File: config.mk
export PLATFORM = sky130hd
export DESIGN_NAME = spi_array_top
export DESIGN_NICKNAME = d
export VERILOG_FILES = /design/src/rtl/spi_array_pkg.sv /design/src/rtl/spi_chan_if.sv /design/src/rtl/sck_tick_gen.sv /design/src/rtl/spi_dispatch.sv /design/src/rtl/spi_shift_engine.sv /design/src/rtl/spi_collect.sv /design/src/rtl/spi_array_top.sv
export VERILOG_INCLUDE_DIRS = /design/src /design/src/rtl
export SDC_FILE = /design/constraint.sdc
export NUM_CORES = 1
export LEC_CHECK = 0
export BUFFER_PORTS_ARGS = -buffer_cell sky130_fd_sc_hd__buf_4
export CORE_UTILIZATION = 61
export DETAILED_ROUTE_END_ITERATION = 10
export PLACE_DENSITY = 0.79
export SKIP_LAST_GASP = 1
export SYNTH_ARGS = -nofsm -noshare
export SYNTH_HDL_FRONTEND = slang
export SYNTH_SLANG_ARGS = --single-unit
File: constraint.sdc
create_clock -name CLK50MHZ -period 5.55 [get_ports CLK50MHZ]
set_input_delay 0.2775 -clock CLK50MHZ [delete_from_list [all_inputs] [get_ports CLK50MHZ]]
set_output_delay 0.2775 -clock CLK50MHZ [all_outputs]
set_load 0.005 [all_outputs]
File: src/rtl/spi_array_settings.svh
`ifndef SPI_ARRAY_SETTINGS_SVH
`define SPI_ARRAY_SETTINGS_SVH

////////////////////////////////////////////////////////////////////////////
// SPI array build settings
////////////////////////////////////////////////////////////////////////////

// Number of SPI channels
`define SPI_N_CH 4

// Bits per frame
`define SPI_WIDTH 32

// CLK50MHZ cycles per SPI bit
// Even and at least 2
// 4 gives 12.5 MHz and keeps MOSI one clock ahead of the rising edge
`define SPI_SCK_DIV 4

`endif

File: src/rtl/spi_array_pkg.sv
`default_nettype none

package spi_array_pkg;

`include "spi_array_settings.svh"

	// One frame word
	typedef logic [`SPI_WIDTH-1:0] word_t;

	// Channel index
	typedef logic [$clog2(`SPI_N_CH)-1:0] chan_t;

	// Received frame with its source channel
	typedef struct packed {
		chan_t chan;
		word_t word;
	} rx_result_t;

endpackage

`default_nettype wire

File: src/rtl/spi_chan_if.sv
`timescale 1ns/1ps
`default_nettype none

interface spi_chan_if;

	// Start strobe from the dispatcher
	logic                  trig;
	// Word to send, valid with trig
	spi_array_pkg::word_t  tx_word;
	// Received word, valid while done is high
	spi_array_pkg::word_t  rx_word;
	// End of frame strobe from the engine
	logic                  done;

	modport dispatch (
		output trig,
		output tx_word
	);

	modport engine (
		input  trig,
		input  tx_word,
		output rx_word,
		output done
	);

	modport collect (
		input  rx_word,
		input  done
	);

endinterface

`default_nettype wire

File: src/rtl/sck_tick_gen.sv
`timescale 1ns/1ps
`default_nettype none

`include "spi_array_settings.svh"

module sck_tick_gen (
	input  logic CLK50MHZ,
	input  logic RST,
	output logic tick,
	output logic spi_sck
);

	localparam int CNT_W = $clog2(`SPI_SCK_DIV);
	localparam logic [CNT_W-1:0] CNT_LAST = CNT_W'(`SPI_SCK_DIV - 1);
	localparam logic [CNT_W-1:0] SCK_RISE = CNT_W'(`SPI_SCK_DIV / 2 - 1);

	// Bit phase counter shared by every channel
	logic [CNT_W-1:0] cnt;

	always_ff @(posedge CLK50MHZ) begin
		if (!RST) begin
			cnt     <= '0;
			tick    <= 1'b0;
			spi_sck <= 1'b0;
		end else begin
			if (cnt == CNT_LAST) begin
				cnt <= '0;
			end else begin
				cnt <= cnt + 1'b1;
			end
			// Tick on the first clock of the low half
			tick <= (cnt == CNT_LAST);
			// SCK high for the second half of the bit
			// Outputs are registered so compare against the next phase
			spi_sck <= (cnt >= SCK_RISE) && (cnt != CNT_LAST);
		end
	end

endmodule

`default_nettype wire

File: src/rtl/spi_dispatch.sv
`timescale 1ns/1ps
`default_nettype none

`include "spi_array_settings.svh"

module spi_dispatch (
	input  logic                  CLK50MHZ,
	input  logic                  RST,
	input  logic                  start,
	input  spi_array_pkg::chan_t  start_chan,
	input  spi_array_pkg::word_t  start_word,
	input  logic [`SPI_N_CH-1:0]  busy,
	output logic                  start_drop,
	spi_chan_if.dispatch          chan [`SPI_N_CH]
);

	// One trigger strobe per channel
	logic [`SPI_N_CH-1:0] trig_q;
	// Word for the triggered channel
	spi_array_pkg::word_t word_q;
	// Channel already running or about to start
	logic                 blocked;

	// A trig still in flight counts as busy too
	// The engine raises busy only one cycle later
	assign blocked = busy[start_chan] || trig_q[start_chan];

	always_ff @(posedge CLK50MHZ) begin
		if (!RST) begin
			trig_q     <= '0;
			start_drop <= 1'b0;
		end else begin
			trig_q     <= '0;
			start_drop <= 1'b0;
			if (start) begin
				if (blocked) begin
					start_drop <= 1'b1;
				end else begin
					trig_q[start_chan] <= 1'b1;
				end
			end
		end
	end

	always_ff @(posedge CLK50MHZ) begin
		if (start && !blocked) begin
			word_q <= start_word;
		end
	end

	// Word fans out to all channels
	// Only the strobed one takes it
	for (genvar i = 0; i < `SPI_N_CH; i++) begin : g_chan
		assign chan[i].trig    = trig_q[i];
		assign chan[i].tx_word = word_q;
	end

endmodule

`default_nettype wire

File: src/rtl/spi_shift_engine.sv
`timescale 1ns/1ps
`default_nettype none

`include "spi_array_settings.svh"

module spi_shift_engine (
	input  logic        CLK50MHZ,
	input  logic        RST,
	input  logic        tick,
	input  logic        spi_sck,
	input  logic        miso,
	output logic        mosi,
	output logic        cs_n,
	output logic        busy,
	spi_chan_if.engine  chan
);

	localparam int CNT_W = $clog2(`SPI_WIDTH);
	localparam logic [CNT_W-1:0] LAST_BIT = CNT_W'(`SPI_WIDTH - 1);

	typedef enum logic [1:0] {
		ST_WAIT,
		ST_SEND,
		ST_DONE
	} state_t;

	state_t               state;
	logic                 pending;
	logic [CNT_W-1:0]     bit_cnt;
	logic                 last_bit;
	logic                 frame_start;
	logic                 shift_out;
	logic                 miso_q;
	logic                 done;
	spi_array_pkg::word_t tx_sr;
	spi_array_pkg::word_t rx_sr;

	assign last_bit    = (bit_cnt == LAST_BIT);
	assign frame_start = tick && (state == ST_WAIT) && pending;
	// MSB goes out at frame start and the rest on all but the last sample
	assign shift_out   = frame_start || (tick && (state == ST_SEND) && !last_bit);
	assign busy        = pending || (state != ST_WAIT);

	assign chan.rx_word = rx_sr;
	assign chan.done    = done;

	////////////////////////////////////////////////////////////////////////////
	// Frame FSM
	////////////////////////////////////////////////////////////////////////////

	always_ff @(posedge CLK50MHZ) begin
		if (!RST) begin
			state   <= ST_WAIT;
			pending <= 1'b0;
			bit_cnt <= '0;
			cs_n    <= 1'b1;
			mosi    <= 1'b0;
			done    <= 1'b0;
		end else begin
			done <= 1'b0;
			if (tick) begin
				case (state)
					ST_WAIT: if (pending) begin
						state   <= ST_SEND;
						pending <= 1'b0;
						cs_n    <= 1'b0;
						bit_cnt <= '0;
					end
					ST_SEND: begin
						bit_cnt <= bit_cnt + 1'b1;
						// Deselect right after the last sample
						// so the slave sees no extra rising edge
						if (last_bit) begin
							state <= ST_DONE;
							cs_n  <= 1'b1;
						end
					end
					ST_DONE: begin
						state <= ST_WAIT;
						done  <= 1'b1;
					end
					default: state <= ST_WAIT;
				endcase
			end
			if (shift_out) begin
				mosi <= tx_sr[`SPI_WIDTH-1];
			end else if (tick) begin
				mosi <= 1'b0;
			end
			// Trigger between ticks waits here
			if (chan.trig) begin
				pending <= 1'b1;
			end
		end
	end

	////////////////////////////////////////////////////////////////////////////
	// Shift registers
	////////////////////////////////////////////////////////////////////////////

	always_ff @(posedge CLK50MHZ) begin
		if (chan.trig) begin
			tx_sr <= chan.tx_word;
		end else if (shift_out) begin
			tx_sr <= tx_sr << 1;
		end
		if (frame_start) begin
			rx_sr <= '0;
		end else if (tick && (state == ST_SEND)) begin
			rx_sr <= {rx_sr[`SPI_WIDTH-2:0], miso_q};
		end
		// MISO as held over the high half
		// Slave shifts on the falling edge that opens the tick cycle
		if (spi_sck) begin
			miso_q <= miso;
		end
	end

endmodule

`default_nettype wire

File: src/rtl/spi_collect.sv
`timescale 1ns/1ps
`default_nettype none

`include "spi_array_settings.svh"

module spi_collect (
	input  logic                       CLK50MHZ,
	input  logic                       RST,
	spi_chan_if.collect                chan [`SPI_N_CH],
	output logic                       rx_valid,
	output spi_array_pkg::rx_result_t  rx_result
);

	logic [`SPI_N_CH-1:0] done_vec;
	logic [`SPI_N_CH-1:0] pend;
	logic [`SPI_N_CH-1:0] req;
	logic [`SPI_N_CH-1:0] grant;
	spi_array_pkg::word_t rx_in [`SPI_N_CH];
	spi_array_pkg::word_t held [`SPI_N_CH];
	spi_array_pkg::chan_t sel;
	spi_array_pkg::word_t sel_word;

	for (genvar i = 0; i < `SPI_N_CH; i++) begin : g_chan
		assign done_vec[i] = chan[i].done;
		assign rx_in[i]    = chan[i].rx_word;
	end

	// A fresh done competes in its own cycle
	assign req = pend | done_vec;

	////////////////////////////////////////////////////////////////////////////
	// Lowest channel first
	////////////////////////////////////////////////////////////////////////////

	always_comb begin
		grant = '0;
		sel   = '0;
		for (int k = `SPI_N_CH - 1; k >= 0; k--) begin
			if (req[k]) begin
				grant = '0;
				grant[k] = 1'b1;
				sel = spi_array_pkg::chan_t'(k);
			end
		end
		// Stored copy if pending else straight from the engine
		sel_word = pend[sel] ? held[sel] : rx_in[sel];
	end

	always_ff @(posedge CLK50MHZ) begin
		if (!RST) begin
			pend     <= '0;
			rx_valid <= 1'b0;
		end else begin
			pend     <= req & ~grant;
			rx_valid <= |req;
		end
	end

	always_ff @(posedge CLK50MHZ) begin
		for (int k = 0; k < `SPI_N_CH; k++) begin
			if (done_vec[k]) begin
				held[k] <= rx_in[k];
			end
		end
		rx_result.chan <= sel;
		rx_result.word <= sel_word;
	end

endmodule

`default_nettype wire

File: src/rtl/spi_array_top.sv
`timescale 1ns/1ps
`default_nettype none

`include "spi_array_settings.svh"

module spi_array_top (
	input  logic                  CLK50MHZ,
	input  logic                  RST,
	input  logic                  start,
	input  spi_array_pkg::chan_t  start_chan,
	input  spi_array_pkg::word_t  start_word,
	output logic                  start_drop,
	output logic [`SPI_N_CH-1:0]  busy,
	output logic                  spi_sck,
	output logic [`SPI_N_CH-1:0]  spi_cs_n,
	output logic [`SPI_N_CH-1:0]  spi_mosi,
	input  logic [`SPI_N_CH-1:0]  spi_miso,
	output logic                  rx_valid,
	output spi_array_pkg::chan_t  rx_chan,
	output spi_array_pkg::word_t  rx_word
);

	logic                       tick;
	spi_array_pkg::rx_result_t  rx_result;

	// Per channel links between dispatcher engines and collector
	spi_chan_if chan_if [`SPI_N_CH] ();

	assign rx_chan = rx_result.chan;
	assign rx_word = rx_result.word;

	// Shared bit phase
	sck_tick_gen u_tick (
		.CLK50MHZ (CLK50MHZ),
		.RST      (RST),
		.tick     (tick),
		.spi_sck  (spi_sck)
	);

	spi_dispatch u_dispatch (
		.CLK50MHZ   (CLK50MHZ),
		.RST        (RST),
		.start      (start),
		.start_chan (start_chan),
		.start_word (start_word),
		.busy       (busy),
		.start_drop (start_drop),
		.chan       (chan_if)
	);

	// One engine per slave
	for (genvar i = 0; i < `SPI_N_CH; i++) begin : g_eng
		spi_shift_engine u_eng (
			.CLK50MHZ (CLK50MHZ),
			.RST      (RST),
			.tick     (tick),
			.spi_sck  (spi_sck),
			.miso     (spi_miso[i]),
			.mosi     (spi_mosi[i]),
			.cs_n     (spi_cs_n[i]),
			.busy     (busy[i]),
			.chan     (chan_if[i])
		);
	end

	spi_collect u_collect (
		.CLK50MHZ  (CLK50MHZ),
		.RST       (RST),
		.chan      (chan_if),
		.rx_valid  (rx_valid),
		.rx_result (rx_result)
	);

endmodule

`default_nettype wire

==> flow_summary.json, run 1 <==
{
  "grt_max_degree": 131,
  "p_leak_nw": 8.086,
  "gr-total-overflow": 0,
  "power_mw": 7.488,
  "mostFrequentLayoutCell": "edfxtp_1",
  "met3_length_microns": 2800,
  "r2r_start": "g_eng[3].u_eng.chan.done$_SDFF_PN0_",
  "synth_edf_count": 292,
  "cts_tree": "done",
  "hold_viol": 0,
  "final_cell_mix": "edfxtp_1 (292), nand2_1 (271), dfxtp_1 (217)",
  "synth_cell_types": 50,
  "die-width_microns": 187.2,
  "wl_microns": 45770,
  "p_per_area_mw_per_mm2": 315.6,
  "tightest_slew_ns": 1.228,
  "clock_latency_ns": 0.56,
  "grt_pass1_vias": 13850,
  "syn_inst": 1779,
  "fin_nets": 1893,
  "syn_to_final_growth_pct": 13.42,
  "yosys.area.top_type": "edfxtp_1",
  "status": "finished clean",
  "antenna_found_initial": 1,
  "wl_met1_microns": 18660,
  "post-route-util": 0.7058,
  "cts_resized": 0,
  "slew_viol_final": 0,
  "yosysWarnings": 0,
  "vdd_drop_max_mv": 0.2809,
  "critPathCaptureType": "flip-flop",
  "slew_headroom": 0.1813,
  "syn_area_per_cell_sq_um": 11.76,
  "core-area_sq_mm": 0.03362,
  "max_cap_viol_count": 0,
  "cts_setup_buffers": 0,
  "htree_levels": 2,
  "cts_buffers": 50,
  "fmax_ghz": 0.3268,
  "synth_fp_nets": 1829,
  "clk_pin_slew_ns": 0.06,
  "cp.required_ns": 5.99,
  "synth_area_leaders": "edfxtp_1 (42%), dfxtp_1 (21%), mux2_2 (8.4%)",
  "routed_via_density": 5.985,
  "post-dp-hpwl_microns": 25860,
  "die-area_sq_mm": 0.03504,
  "hold_depth": 3,
  "yosys_register_bits": 511,
  "criticalPathCategory": "flip-flop to flip-flop",
  "grt_pass1_wl_microns": 73140,
  "portBuffers": 89,
  "setup_viol": 0,
  "cts-root-buf": "clkbuf_16",
  "firstDrtPassIters": 6,
  "cts_buffer_depth": 3,
  "critPathMaxFanout": 66,
  "die_y_microns": 187.2,
  "min_period_over_period": 0.5513,
  "drive_gt1_frac": 0.2103,
  "top_layer_used": "met4",
  "placementRows": 67,
  "ant_nets": 0,
  "gp_congestion": 0.8198,
  "grtUsageTotal": 0.2610,
  "synth_top_area_share": 0.4191,
  "finalSetupTns_ns": 0,
  "ys_async_sr_fraction": 0,
  "syn_area_sq_mm": 0.02092,
  "vias": 13950,
  "worstPathArrival_ns": 3.50,
  "fillers": 2267,
  "drtIter0Drc": 1177,
  "cts_sinks": 511,
  "routed-wl-met2_microns": 22820,
  "wl_per_cell_microns": 19.63,
  "start_util": 0.6223,
  "crit_start": "g_eng[3].u_eng.chan.done$_SDFF_PN0_",
  "pin_count": 90,
  "critPathLaunchType": "flip-flop",
  "period_minus_slack_ns": 3.060,
  "holdCritStartpoint": "start_chan[0]",
  "hp-class": "input pin to flip-flop",
  "reg2reg_depth": 6,
  "skew_ns": 0.01413,
  "rsz0062_at_grt": "no",
  "antennaDiodeCount": 0,
  "synth_ff_type": "edfxtp_1",
  "ys_seq_area_frac": 0.6287,
  "drc": 0
}
[cells in the mapped netlist, drive strengths merged (34+ instances only)]
cell and count:
clkbuf 90, nand2b 78, edfxtp 292, or3 70, o22ai 34, buf 51, nor3 39, dfxtp 219
mux2 156, nand2 271, nor2 55, a21oi 207
[area by class of cell]
cell class	count	area, sq um	share of cell area
clock buffers	77	1474	0.06212
repair buffers	153	1244	0.05241
well taps	448	560.5	0.02362
clock inverters	15	100.1	0.004219
flip-flops and latches	511	13160	0.5544
multi-input cells	1119	7164	0.3019
inverters	8	30.03	0.001266
[cell families after synthesis]
kind of cell | Yosys count | synth area share
compound gates | 319 | 0.08911
flops | 511 | 0.6287
xor+xnor | 8 | 0.003349
buf+inv | 149 | 0.03218
fa+ha+maj | 9 | 0.005383
mux | 156 | 0.08397
simple gates | 627 | 0.1573
[state kept, by name (all words and copies together) (netlist names), 2 cells and up]
name,flops
g_eng.u_eng.tx_sr,128
g_eng.u_eng.miso_q,4
g_eng.u_eng.bit_cnt,20
g_eng.u_eng.state,8
g_eng.u_eng.cs_n,4
g_eng.u_eng.chan.done,4
u_collect.pend,3
u_collect.rx_result,34
g_eng.u_eng.chan.rx_word,128
g_eng.u_eng.pending,4
u_tick.cnt,2
u_collect.held,128
u_dispatch.chan.tx_word,32
u_dispatch.trig_q,4
g_eng.u_eng.mosi,4
[worst paths after layout]
kind	end	slack, ns
hold reg to reg	u_tick.cnt[0]$_SDFF_PP0_	0.44
hold / removal	u_dispatch.trig_q[1]$_SDFF_PP0_	0.02
setup reg to reg	u_collect.rx_result[25]$_DFF_P_	2.49
setup / recovery	u_collect.rx_result[25]$_DFF_P_	2.49
[worst max-delay path, stage by stage, from the launching register on]
cell and delay (ns):
dfxtp_1 0.30, buf_4 0.28, nor2_4 0.90, nand2_1 0.71, buf_4 0.44, nor3_1 0.21, nor4_2 0.09
[stage by stage]
stage | std cells | setup slack [ns] | area (sq um) | hold WS, ns
floorplan | 1779 | 1.612 | 20920 | 0.3568
global placement | 2201 | 2.568 | 21770 | 0.4137
detailed placement | 2201 | 2.442 | 21770 | 0.4232
CTS | 2331 | 2.423 | 23730 | 0.001931
global route | 2331 | 2.198 | 23730 | 0.04012
finish | 2331 | 2.490 | 23730 | 0.01828
[metal layers]
layer | vias to the layer above | track usage
met3 | 113 | 0.03490
met2 | 561 | 0.4467
met1 | 6764 | 0.3370
li1 | 6512 | -
met5 | - | 0
met4 | 0 | 0.1037
[power by group]
| part | internal [mW] | leakage, nW | switching, mW |
|---|---|---|---|
| registers | 4.03 | 4.49 | 0.0373 |
| clock network | 1.87 | 0.782 | 1.39 |
| logic | 0.0872 | 2.82 | 0.0756 |
| total | 5.99 | 8.09 | 1.50 |
[repair_timing]
action,CTS,global route
hold buffers,38,0
hold endpoints to repair,38,0
endpoints found under the setup margin,0,0
No activity file was read; power rests on OpenSTA's default activity.
==> run 2, diff against run 1 <==
- clock period: 5.55 -> 3.19 ns (I/O delays scaled with it)
==> run 2 against run 1 <==
Register-to-register slack lost 1.7 ns. Design area grew 0.66%. Largest power group unchanged. Global-route usage grew 1.1 points. Die area is the same. Sequential share of layout area shrank 0.36 points. Combinational power grew 79%. Worst setup slack lost 1.7 ns. Core utilization grew 0.47 points. Wire length grew 3.7%.
==> flow_summary.json, run 2 (synthesis results as in run 1) <==
{
  "cp_common_cell": "ha_1",
  "syn_to_final_growth_pct": 14.17,
  "cts-root-buf": "clkbuf_16",
  "cts_sinks": 511,
  "p_int_mw": 10.27,
  "slowest_stage": "o21ai_4",
  "finalSetupTns_ns": 0,
  "critPathCaptureType": "flip-flop",
  "critPathLaunchType": "flip-flop",
  "placedCellCount": 2218,
  "criticalPathCategory": "flip-flop to flip-flop",
  "drive_gt1_frac": 0.2141,
  "wl_microns": 47440,
  "pin_count": 90,
  "cp_top_family": "compound AO/OA/AOI/OAI gates",
  "hold_viol": 0,
  "setup_viol": 0,
  "worstPathArrival_ns": 2.68,
  "cts_resized": 0,
  "cts_tree": "done",
  "rsz0062_at_grt": "no",
  "cts_buffers": 49,
  "die-width_microns": 187.2,
  "final_cell_mix": "edfxtp_1 (292), nand2_1 (271), dfxtp_1 (217)",
  "max_cap_viol_count": 0,
  "met3_length_microns": 2878,
  "grt_pass1_wl_microns": 75980,
  "firstDrtPassIters": 5,
  "drtIter0Drc": 1094,
  "min_period_over_period": 0.7571,
  "gp_congestion": 0.8096,
  "comb_power_share": 0.023,
  "post-route-util": 0.7105,
  "routed-wl-met2_microns": 23660,
  "cts_setup_buffers": 0,
  "vias": 14060,
  "antennaDiodeCount": 0,
  "ant_nets": 0,
  "slew_viol_final": 0,
  "p_per_area_mw_per_mm2": 540.4,
  "grtUsageTotal": 0.2717,
  "fin_cells": 2349,
  "p_seq_frac": 0.548,
  "gr-total-overflow": 0,
  "fmax_ghz": 0.4140,
  "slew_headroom": 0.2064,
  "slowest_delay_ns": 0.74,
  "period_minus_slack_ns": 2.415,
  "clock_latency_ns": 0.57,
  "cp.required_ns": 3.46,
  "fin_nets": 1913,
  "critPathMaxFanout": 21,
  "htree_levels": 2,
  "vdd_drop_max_mv": 0.5010,
  "ctsHoldBuffers": 42,
  "placementRows": 67,
  "p_sw_mw": 2.632,
  "grt_pass1_vias": 14370,
  "die_y_microns": 187.2,
  "tightest_slew_ns": 1.190,
  "p_leak_nw": 8.297,
  "worstPathCellList": "ha_1 -> and3_1 -> ha_1 -> o21ai_4 -> buf_4",
  "wl_per_cell_microns": 20.20,
  "status": "finished clean",
  "power_frac_clock": 0.429,
  "clk_pin_slew_ns": 0.06,
  "mostFrequentLayoutCell": "edfxtp_1",
  "swShare": 0.2039,
  "post-dp-hpwl_microns": 26870,
  "top_layer_used": "met4",
  "die-area_sq_mm": 0.03504,
  "hp-class": "input pin to flip-flop",
  "drc": 0,
  "skew_ns": 0.02013,
  "core-area_sq_mm": 0.03362,
  "fin_hold_ws_ns": 0.3090,
  "antenna_found_initial": 0,
  "portBuffers": 89,
  "start_util": 0.6223,
  "critPathBufInv": 1,
  "routed_via_density": 5.987,
  "cts_buffer_depth": 3,
  "wl_met1_microns": 19310,
  "grt_max_degree": 66
}
[run 2: power groups by stage]
stage | Combinational, mW | Clock [mW] | Sequential (mW)
global route | 0.311 | 5.83 | 7.08
global placement | 0.238 | 0 | 7.21
floorplan | 0.162 | 0 | 7.18
detailed placement | 0.247 | 0 | 7.21
finish | 0.292 | 5.54 | 7.07
CTS | 0.288 | 5.55 | 7.07
[run 2: layer usage]
metal	GRT usage	vias to the layer above
li1	-	6539
met5	0	-
met4	0.1100	0
met1	0.3464	6880
met2	0.4664	520
met3	0.03959	124
[run 2: layout make-up]
| type | count | area (sq um) |
|---|---|---|
| sequential | 511 | 13160 |
| clock inverter | 22 | 166.4 |
| timing repair buffer | 174 | 1474 |
| clock buffer | 67 | 1344 |
| fill | 2216 | 9732 |
| multi-input combinational | 1119 | 7154 |
| tap | 448 | 560.5 |
| inverter | 8 | 30.03 |
[run 2: path summary, 6_finish.rpt]
check / startpoint / to / slack [ns] / cells after the start
worst max-delay path: g_eng[1].u_eng.bit_cnt[0]$_SDFFE_PN0P_ / g_eng[1].u_eng.tx_sr[3]$_DFFE_PP_ / 0.77 / 5
worst min-delay path: start_word[31] / u_dispatch.chan[0].tx_word[31]$_DFFE_PP_ / 0.31 / 2
worst max register to register: g_eng[1].u_eng.bit_cnt[0]$_SDFFE_PN0P_ / g_eng[1].u_eng.tx_sr[3]$_DFFE_PP_ / 0.77 / 5
worst min register to register: u_tick.cnt[0]$_SDFF_PP0_ / u_tick.cnt[0]$_SDFF_PP0_ / 0.44 / 1
[run 2: metrics by stage]
step                      instance area [sq um]  setup WS, ns  total power [mW]
after CTS                                 23880        0.7924             12.91
after global routing                      23880        0.6280             13.22
final                                     23880        0.7747             12.91
after floorplan                           20920        0.1178             7.343
after global placement                    21950        0.9019             7.447
after detailed placement                  21950        0.8156             7.461
[run 2: worst register-to-register path, delay by kind of cell (launching register included)]
family	cells	cell delay [ns]
fa+ha+maj	2	0.50
buf+inv	1	0.35
compound gates	1	0.74
simple gates	1	0.19
flops	1	0.34
